**src/design/wdb_pkg.sv**
```systemverilog
////////////////////////////////////////////////////////////
// sizes, bus types and parity helpers of the write buffer
// half lines are little endian, double word i is bits 64i+63:64i
// all parity here is odd, ones including the parity bit are odd
////////////////////////////////////////////////////////////

package wdb_pkg;

  ////////////////////////////////////////////////////////////
  // sizes
  ////////////////////////////////////////////////////////////

  // tag space, one ram entry per tag
  localparam int TAG_BITS       = 8;
  localparam int LINE_DEPTH     = 1 << TAG_BITS;
  // a 128 byte line is staged as two 64 byte halves
  localparam int HALF_LINE_BITS = 512;
  localparam int DW_COUNT       = 8;
  localparam int DW_BITS        = HALF_LINE_BITS / DW_COUNT;
  // lines the accelerator may hold before the host frees one
  localparam int CREDIT_COUNT   = 16;
  // counter must reach CREDIT_COUNT itself
  localparam int CNT_BITS       = $clog2(CREDIT_COUNT + 1);
  // request register, ram read, output register
  localparam int READ_LATENCY   = 3;

  ////////////////////////////////////////////////////////////
  // bus types
  ////////////////////////////////////////////////////////////

  typedef logic [HALF_LINE_BITS-1:0] half_line_t;

  // accelerator write command, both halves in one beat
  typedef struct packed {
    logic [TAG_BITS-1:0] tag;
    half_line_t          data_lo;
    half_line_t          data_hi;
  } wr_cmd_t;

  // host read request
  // half 0 selects the low half, 1 the high half
  typedef struct packed {
    logic [TAG_BITS-1:0] tag;
    logic                tag_par;
    logic                half;
  } rd_req_t;

  // read response, data_par bit i covers double word i
  typedef struct packed {
    half_line_t          data;
    logic [DW_COUNT-1:0] data_par;
    logic                tag_err;
  } rd_rsp_t;

  ////////////////////////////////////////////////////////////
  // parity
  ////////////////////////////////////////////////////////////

  function automatic logic [DW_COUNT-1:0] odd_parity_dw(input half_line_t data);
    logic [DW_COUNT-1:0] par;
    for (int i = 0; i < DW_COUNT; i++) begin
      par[i] = ~^data[i*DW_BITS +: DW_BITS];
    end
    return par;
  endfunction

  function automatic logic odd_parity_tag(input logic [TAG_BITS-1:0] tag);
    return ~^tag;
  endfunction

endpackage

```
**src/design/read_merge.sv**
```systemverilog
////////////////////////////////////////////////////////////
// host read pipeline over the two half line rams
// fixed READ_LATENCY, one request per cycle, no back-pressure
// a high half read frees its line and returns one credit
////////////////////////////////////////////////////////////

`timescale 1ns/1ps

module read_merge (
  input  logic                         clock,
  input  logic                         rstn,
  input  logic                         enabled,
  input  logic                         rd_valid,
  input  wdb_pkg::rd_req_t             rd_req,
  output logic [wdb_pkg::TAG_BITS-1:0] rd_tag,
  input  wdb_pkg::half_line_t          lo_out,
  input  wdb_pkg::half_line_t          hi_out,
  output logic                         rsp_valid,
  output wdb_pkg::rd_rsp_t             rsp,
  output logic                         credit_release
);

  import wdb_pkg::*;

  // stage 1, request register in front of the ram address
  logic    s1_valid;
  rd_req_t s1_req;
  // stage 2, lines up with the ram read data
  logic    s2_valid;
  rd_req_t s2_req;

  // stage 2 merge result
  half_line_t          sel_data;
  logic [DW_COUNT-1:0] sel_par;
  logic                sel_tag_err;

  ////////////////////////////////////////////////////////////
  // stage 1
  ////////////////////////////////////////////////////////////

  always_ff @(posedge clock or negedge rstn) begin
    if (!rstn) begin
      s1_valid <= 1'b0;
    end else begin
      s1_valid <= rd_valid && enabled;
    end
  end

  // tag parity travels with the request
  always_ff @(posedge clock) begin
    if (rd_valid && enabled) begin
      s1_req <= rd_req;
    end
  end

  // both rams read the same entry
  assign rd_tag = s1_req.tag;

  ////////////////////////////////////////////////////////////
  // stage 2
  ////////////////////////////////////////////////////////////

  always_ff @(posedge clock or negedge rstn) begin
    if (!rstn) begin
      s2_valid <= 1'b0;
    end else begin
      s2_valid <= s1_valid;
    end
  end

  always_ff @(posedge clock) begin
    if (s1_valid) begin
      s2_req <= s1_req;
    end
  end

  // half select, fresh data parity, tag parity recheck
  always_comb begin
    sel_data    = s2_req.half ? hi_out : lo_out;
    sel_par     = odd_parity_dw(sel_data);
    sel_tag_err = (odd_parity_tag(s2_req.tag) != s2_req.tag_par);
  end

  ////////////////////////////////////////////////////////////
  // output stage
  ////////////////////////////////////////////////////////////

  // credit goes back together with the high half response
  always_ff @(posedge clock or negedge rstn) begin
    if (!rstn) begin
      rsp_valid      <= 1'b0;
      credit_release <= 1'b0;
    end else begin
      rsp_valid      <= s2_valid;
      credit_release <= s2_valid && s2_req.half;
    end
  end

  // response payload holds between reads
  always_ff @(posedge clock) begin
    if (s2_valid) begin
      rsp.data     <= sel_data;
      rsp.data_par <= sel_par;
      rsp.tag_err  <= sel_tag_err;
    end
  end

  // every enabled request is answered after exactly READ_LATENCY
  rsp_follows_req: assert property (
    @(posedge clock) disable iff (!rstn)
    (rd_valid && enabled) |-> ##READ_LATENCY rsp_valid
  ) else begin
    $error("read_merge response missing %0d cycles after request", READ_LATENCY);
  end

  // and no response shows up without one
  rsp_has_req: assert property (
    @(posedge clock) disable iff (!rstn)
    rsp_valid |-> $past(rd_valid && enabled, READ_LATENCY)
  ) else begin
    $error("read_merge response without a matching request");
  end

endmodule

```
**config.mk**
```make
export PLATFORM = sky130hd
export DESIGN_NAME = read_merge
export DESIGN_NICKNAME = d
export VERILOG_FILES = /design/src/design/wdb_pkg.sv /design/src/design/read_merge.sv
export SDC_FILE = /design/constraint.sdc
export NUM_CORES = 1
export LEC_CHECK = 0
export BUFFER_PORTS_ARGS = -buffer_cell sky130_fd_sc_hd__buf_2
export CORE_AREA = 3 3 610 612
export DETAILED_ROUTE_END_ITERATION = 12
export DIE_AREA = 0 0 613 615
export HOLD_SLACK_MARGIN = 0.1
export PLACE_DENSITY = 0.33
export SETUP_SLACK_MARGIN = 0.4
export SLEW_MARGIN = 5
export SYNTH_ARGS = -nofsm -noshare
export SYNTH_HDL_FRONTEND = slang
export SYNTH_SLANG_ARGS = --single-unit
```
**constraint.sdc**
```tcl
create_clock -name clock -period 25 [get_ports clock]
set_input_delay 2.5 -clock clock [delete_from_list [all_inputs] [get_ports clock]]
set_output_delay 2.5 -clock clock [all_outputs]
set_load 0.05 [all_outputs]
```
-- After elaboration in Yosys (flattened, before gate mapping)
Cells that the tools add are included.
- word-level logic and storage cells: 26
- bits of input ports: 1038
- output and inout bits: 531
- bits in registers: 545
- equal/unequal tests: 1
- multiplexer cells: 1
- reduce and logical (&&, ||, !) cells: 11
- operators by type and width (operator ; number):
    two-way mux 512 bit ; 1
    XNOR reduction 64 bit ; 8
    XNOR reduction 8 bit ; 1
    logical AND 1 bit ; 2
    != test 1 bit ; 1

-- Longest topological paths before layout
Gate-level depths: netlist (run 1).
- depth in word-level cells: 2
- gate-level depth with buffers: 10
- depth with buffers taken out: 7

-- Worst setup path after synthesis (run 1)
OpenSTA, ideal clock, no wires.
- path kind: flip-flop to flip-flop
- from: reg s2_valid
- to: reg rsp_valid
- period minus slack after synthesis: 12.147 ns
- required time: 23.735 ns
- stages on the path, launching flop included: 1
- data arrival time: 10.882 ns
- path buffers: 0
- setup slack: 12.853 ns
- path through: dfrtp_1
- RTL lines (item ; line ; source):
    from (decl) ; read_merge.sv:29 ; logic s2_valid;
    from (signal assigned) ; read_merge.sv:67 ; s2_valid <= s1_valid;
    to (signal assigned) ; read_merge.sv:94 ; rsp_valid <= s2_valid;
    to (decl) ; read_merge.sv:18 ; output logic rsp_valid,
No word-level cell between the ends.

-- Worst setup path in the final report (run 1)
- from: reg s2_req[0] (netlist bit)
- to: reg rsp[2] (netlist bit), data pin
- cells in the longest elaborated chain, start to end: 2
- ends and longest elaborated chain (item ; line ; source):
    from (decl) ; read_merge.sv:30 ; rd_req_t s2_req;
    from (signal assigned) ; read_merge.sv:73 ; s2_req <= s1_req;
    two-way mux 512 bit ; read_merge.sv:79 ; sel_data = s2_req.half ? hi_out : lo_out;
    XNOR reduction 64 bit ; wdb_pkg.sv:62 ; par[i] = ~^data[i*DW_BITS +: DW_BITS];
    net sel_par[1] ; read_merge.sv:34 ; logic [DW_COUNT-1:0] sel_par;
    to (decl) ; read_merge.sv:19 ; output wdb_pkg::rd_rsp_t rsp,
The timed path passes the listed nets, and every way through them passes these cells.
A chain may end at the register's enable or synchronous reset.

==> flow_summary.yaml, run 1 <==
cts:
  cts_root_buf: "clkbuf_16"
  clkLatencyLatePin_ps: 810
  clkTransAtPathRegs_ps: 60
  cts.sinks: 545
  postCtsSetupBuffers: 0
  clockBufferDepth: 4
  cts_made_buffers: 90
  cts_tree: "yes"
  ctsHoldBuffers: 0
  cts_resized: 0
  htreeDepth: 3
sta:
  min_period_ps: 6027
  timing.fmax_mhz: 165.9
  rsz0062_at_grt: "no"
  setup_viol: 0
  tns_ps: 0
  holdWs_ps: 421.5
  min_period_over_period: 0.2411
  fin_skew_ps: 71.00
  slew_violations: 0
  worst_pin_slew_ps: 1191
  slew_headroom: 0.1833
  hold_violations: 0
global_routing:
  overflow: 0
  grt_max_degree: 146
  grt_pass1_vias: 26263
  grt_pass1_wl_mm: 319.8
  grt.total_usage: 0.1339
  antenna_found_initial: 148
cells_and_area:
  final_common_cell: "buf_2"
  layout-drive-gt1-share: 0.5881
  num-nets-final: 4774
  syn2layout_area_growth_pct: 51.59
  final_cell_mix: "buf_2, edfxtp_1, mux2_2, xor2_1, xnor2_1"
floorplan:
  core_area_um2: 368000
  row_count: 223
  die-area_um2: 377000
  io_pins: 1569
  die_w_um: 613
  start_util: 0.08650
  die_h_um: 615
pwr:
  peakVddDrop_v: 0.00005068
  leakage_nw: 18.94
  p_per_area_nw_per_um2: 72.39
place:
  hpwl_mm: 233.4
  port_buffers: 1568
  gp_congestion: 0.9019
detailed_routing:
  via_per_inst: 2.904
  drtIter0Drc: 1330
  routed_wl_mm: 264.0
  dr.pass1.iters: 5
  wl_per_cell_um: 30.44
  ant_nets: 0
  detail_route.drc_violations: 0
  vias: 25183
critical_path:
  critPathCaptureType: "flop"
  arrival_ps: 6510
  path_class: "reg -> reg"
  crit_start: "s2_req[0]"
  r2r-end: "rsp[2]"
  cp_common_cell: "buf_4"
  worstPathCellList: "buf_4, buf_4, buf_4, buf_4, buf_4, nor2_1, a21oi_1, xnor2_1, xnor3_1, xnor2_1, xnor2_1"
  start_kind: "flop"
  r2r_start: "s2_req[0]"
  cpPeakStageDelay_ps: 790
  reg2regPathDepth: 11
  r2r_slack_ps: 18970
  slowest_stage: "buf_4"
  critPathCapture: "rsp[2]"
  worst_ep_required_time_ps: 25480
  path_max_fanout: 61
yosys:
  yosys.area.top_type: "edfxtp_1"
  synth_top_area_frac: 0.5103
  syn_area_um2: 31830
  ys.warnings.count: 0
  synth_fp_nets: 3183
  ys_types: 17
  avgSynthCellArea_um2: 14.84
  ys_seq_area_frac: 0.5135
  synth-seq-cells: 545
  synth_area_leaders: "edfxtp_1, mux2_2, xor2_1"
  syn_inst: 2145
flow_run:
  drv_cap: 0
status:
  status: "finished, final reports clean"
worst_hold_path:
  hold_class: "reg -> reg"
## critical path, delay by kind of cell (launching register included)
family,cells,cell delay (ps)
xor gates and xnor gates,4,1080
and+or+nand+nor,1,120
buffers and inverters,5,3550
AOI/OAI and AO/OA,1,200
DFF,1,430
## sequential cells by signal, indices dropped and copies added, names as in the netlist
signal          cells
rsp_valid           1
s1_req              2
rsp               521
s2_req             10
rd_tag              8
s1_valid            1
credit_release      1
s2_valid            1
## routing by layer
layer / track usage / vias up / share of wire
met5: 0 / - / 0.0014
met4: 0.02724 / 58 / 0.023
met3: 0.06242 / 320 / 0.11
met2: 0.2408 / 1155 / 0.51
met1: 0.1414 / 12607 / 0.36
li1: - / 11043 / -
## synthesized netlist by cell type
cell type and number:
xnor2_1 263, xnor3_1 8, xor2_1 457, nor2_1 8
and2_1 2, xor3_1 8, buf_6 26, a21oi_1 8
edfxtp_1 541, nand2_1 8, mux2i_1 224, buf_4 10
mux2_2 512, buf_2 52, o21ai_0 8, dfrtp_1 4
clkbuf_1 6
## through the flow
stage	area, µm²	total power, mW	setup WS, ps	std cells	util
after floorplan	31830	1.819	12850	2145	-
after global placement	45300	2.284	19110	8479	0.1231
after detailed placement	45350	2.282	19050	8481	0.1232
after CTS	48170	3.616	18980	8639	0.1309
after global routing	48200	3.681	18660	8650	0.1310
final	48260	3.493	18970	8673	0.1311
## report_power, final
| group | switching (mW) | leakage (nW) | internal, mW | total, mW |
|---|---|---|---|---|
| combinational | 0.689 | 12.4 | 0.413 | 1.10 |
| sequential | 0.0267 | 5.13 | 1.10 | 1.12 |
| clock | 0.533 | 1.37 | 0.736 | 1.27 |
## worst min path at each step
stage,startpoint,to,slack (ps),cells past startpoint
6_report,s1_req[1],s2_req[1],420,0
5_1_grt,s1_req[1],s2_req[1],440,0
4_1_cts,s1_req[1],s2_req[1],420,0
3_5_place_dp,s1_req[1],s2_req[1],410,0
3_3_place_gp,s1_req[1],s2_req[1],410,0
2_1_floorplan,s1_req[0],s2_req[0],400,0
## cell type report
cell class | count | area [µm²]
Antenna cell | 34 | 85.08
Clock buffer | 108 | 2330
Clock inverter | 50 | 488.0
Fill cell | 41756 | 319800
Multi-Input combinational cell | 1506 | 14870
Sequential cell | 545 | 16350
Tap cell | 4837 | 6052
Timing Repair Buffer | 1593 | 8084
## cells by family after synthesis
logic type                Yosys count  synth area share
AOI/OAI and AO/OA                  16          0.002516
muxes                             736            0.2516
xor gates and xnor gates          736            0.2097
buffers and inverters              94           0.02044
and+or+nand+nor                    18          0.002280
DFF                               545            0.5135
Note: power is estimated with default switching activity, not from simulation.
==> run 2, diff against run 1 <==
==> constraint.sdc (replaced) <==
create_clock -name clock -period 5.8 [get_ports clock]
set_input_delay 0.58 -clock clock [delete_from_list [all_inputs] [get_ports clock]]
set_output_delay 0.58 -clock clock [all_outputs]
set_load 0.05 [all_outputs]
==> run 2 against run 1 <==
Compared with the run above: utilization is 1.9 points higher; routed wire length is 1.0% higher; combinational power grew to 4.8 times the previous value; register-to-register slack worse by 17000 ps; highest routed layer unchanged.
==> flow_summary.yaml, run 2 (same netlist as run 1, synthesis figures left out) <==
cells_and_area:
  register_area_um2: 16350
  fin_area_um2: 55410
  final_common_cell: "buf_2"
  syn2layout_area_growth_pct: 74.07
  largest_reg_flops: 521
  fillCellCount: 41421
  num-nets-final: 5475
  finalNonFillerCells: 9374
  layout-drive-gt1-share: 0.4997
  regMostFlops: "rsp"
  multi_input_comb_area_um2: 14860
  final_cell_mix: "buf_2, dlygate4sd3_1, edfxtp_1, mux2_2, xor2_1"
cts:
  cts_made_buffers: 90
  cts.sinks: 545
  ctsHoldBuffers: 687
  clkLatencyLatePin_ps: 800
  cts_root_buf: "clkbuf_16"
  cts_resized: 0
  postCtsSetupBuffers: 0
  cts_tree: "yes"
  clkTransAtPathRegs_ps: 60
  htreeDepth: 3
  clockBufferDepth: 4
pwr:
  comb_power_share: 0.332
  clock_power_share: 0.359
  p_sw_frac: 0.3483
  switchingPower_mw: 5.486
  power.total_mw: 15.75
  p_per_area_nw_per_um2: 284.2
  seqPwrFrac: 0.309
  peakVddDrop_v: 0.0001879
  leakage_nw: 21.96
  p_int_mw: 10.26
sta:
  fin_skew_ps: 54.36
  min_period_ps: 4115
  setup_viol: 0
  tns_ps: 0
  hold_violations: 0
  fin_ws_ps: 1685
  worst_pin_slew_ps: 1301
  slew_violations: 0
  timing.fmax_mhz: 243.0
  min_period_over_period: 0.7094
  rsz0062_at_grt: "no"
  slew_headroom: 0.1265
global_routing:
  overflow: 0
  grt.total_usage: 0.1355
  grtUsageMet2: 0.2468
  grt.met1_usage: 0.1501
  grt_pass1_vias: 30168
  grt-busiest-layer: "met2"
  grt_max_degree: 104
  antenna_found_initial: 153
  grt_pass1_wl_mm: 330.9
  grtUsageMet3: 0.04713
detailed_routing:
  wl_per_cell_um: 28.46
  via_per_inst: 3.001
  detail_route.drc_violations: 0
  ant_nets: 0
  vias: 28136
  drtIter0Drc: 1414
  dr.pass1.iters: 4
  routed_wl_mm: 266.8
critical_path:
  arrival_ps: 4650
  critPathCaptureType: "flop"
  start_kind: "flop"
  worst_ep_required_time_ps: 6340
  path_max_fanout: 86
  path_class: "reg -> reg"
place:
  hpwl_mm: 233.6
  dp_slack_ps: 1347
  place_inst: 8495
  placed_cell_area_um2: 45520
  port_buffers: 1568
  gp_congestion: 0.8983
worst_hold_path:
  hold_class: "in -> reg"
floorplan:
  start_util: 0.08650
  die_h_um: 615
  core_area_um2: 368000
  die_w_um: 613
  die-area_um2: 377000
  io_pins: 1569
  row_count: 223
status:
  status: "finished, final reports clean"
flow_run:
  drv_cap: 0
## run 2: cell count changes in the layout (fill, tap and decap cells not counted), sizes merged
cell         before   now
inv               3     2
clkinvlp          4     5
buf            1593  1607
dlygate4sd3       0   687
clkbuf          108   101
clkinv           36    40
diode            34    32
bufinv            7    12
## run 2: area by class of cell
| cell class | instances | share of cell area |
|---|---|---|
| flip-flops and latches | 545 | 0.2951 |
| repair buffers | 2294 | 0.2733 |
| multi-input cells | 1506 | 0.2681 |
| well taps | 4837 | 0.1092 |
| clock buffers | 101 | 0.04139 |
| clock inverters | 59 | 0.01149 |
| diodes | 32 | 0.001445 |
## run 2: metrics by stage
stage	util	hold slack [ps]
4_1_cts	0.1503	100.5
2_1_floorplan	-	284.4
5_1_grt	0.1504	123.7
3_5_place_dp	0.1237	410.5
6_report	0.1506	189.2
3_3_place_gp	0.1236	404.0
## run 2: worst max-delay path, cell delays in order, from the launching register on
cell and delay [ps]:
edfxtp_1 590, buf_4 270, buf_12 350, buf_12 470
mux2i_1 690, xnor2_1 160, xnor2_1 470, xnor2_1 170
xnor2_1 220, xnor2_1 90
## run 2: final timing paths
path	from	endpoint	slack, ps	cells after the start
max	s2_req[0]	rsp[2]	1690	9
min	lo_out[161]	rsp[170]	190	2
max reg2reg	s2_req[0]	rsp[2]	1690	9
min reg2reg	s1_req[0]	s2_req[0]	430	0
max in group asynchronous	rstn	s2_valid	4540	3
min in group asynchronous	rstn	rsp_valid	820	3
## run 2: routing by layer
layer	share of wire	vias to the layer above
li1	-	12428
met1	0.38	14104
met2	0.51	1215
met3	0.083	331
met4	0.024	58
met5	0.0015	-
## run 2: power groups by stage
stage               Clock (mW)  Sequential (mW)  Combinational [mW]
floorplan                    0             5.67                2.11
global placement             0             4.97                4.90
detailed placement           0             4.97                4.88
CTS                       6.01             4.89                5.40
global route              6.11             4.90                5.60
finish                    5.65             4.87                5.23
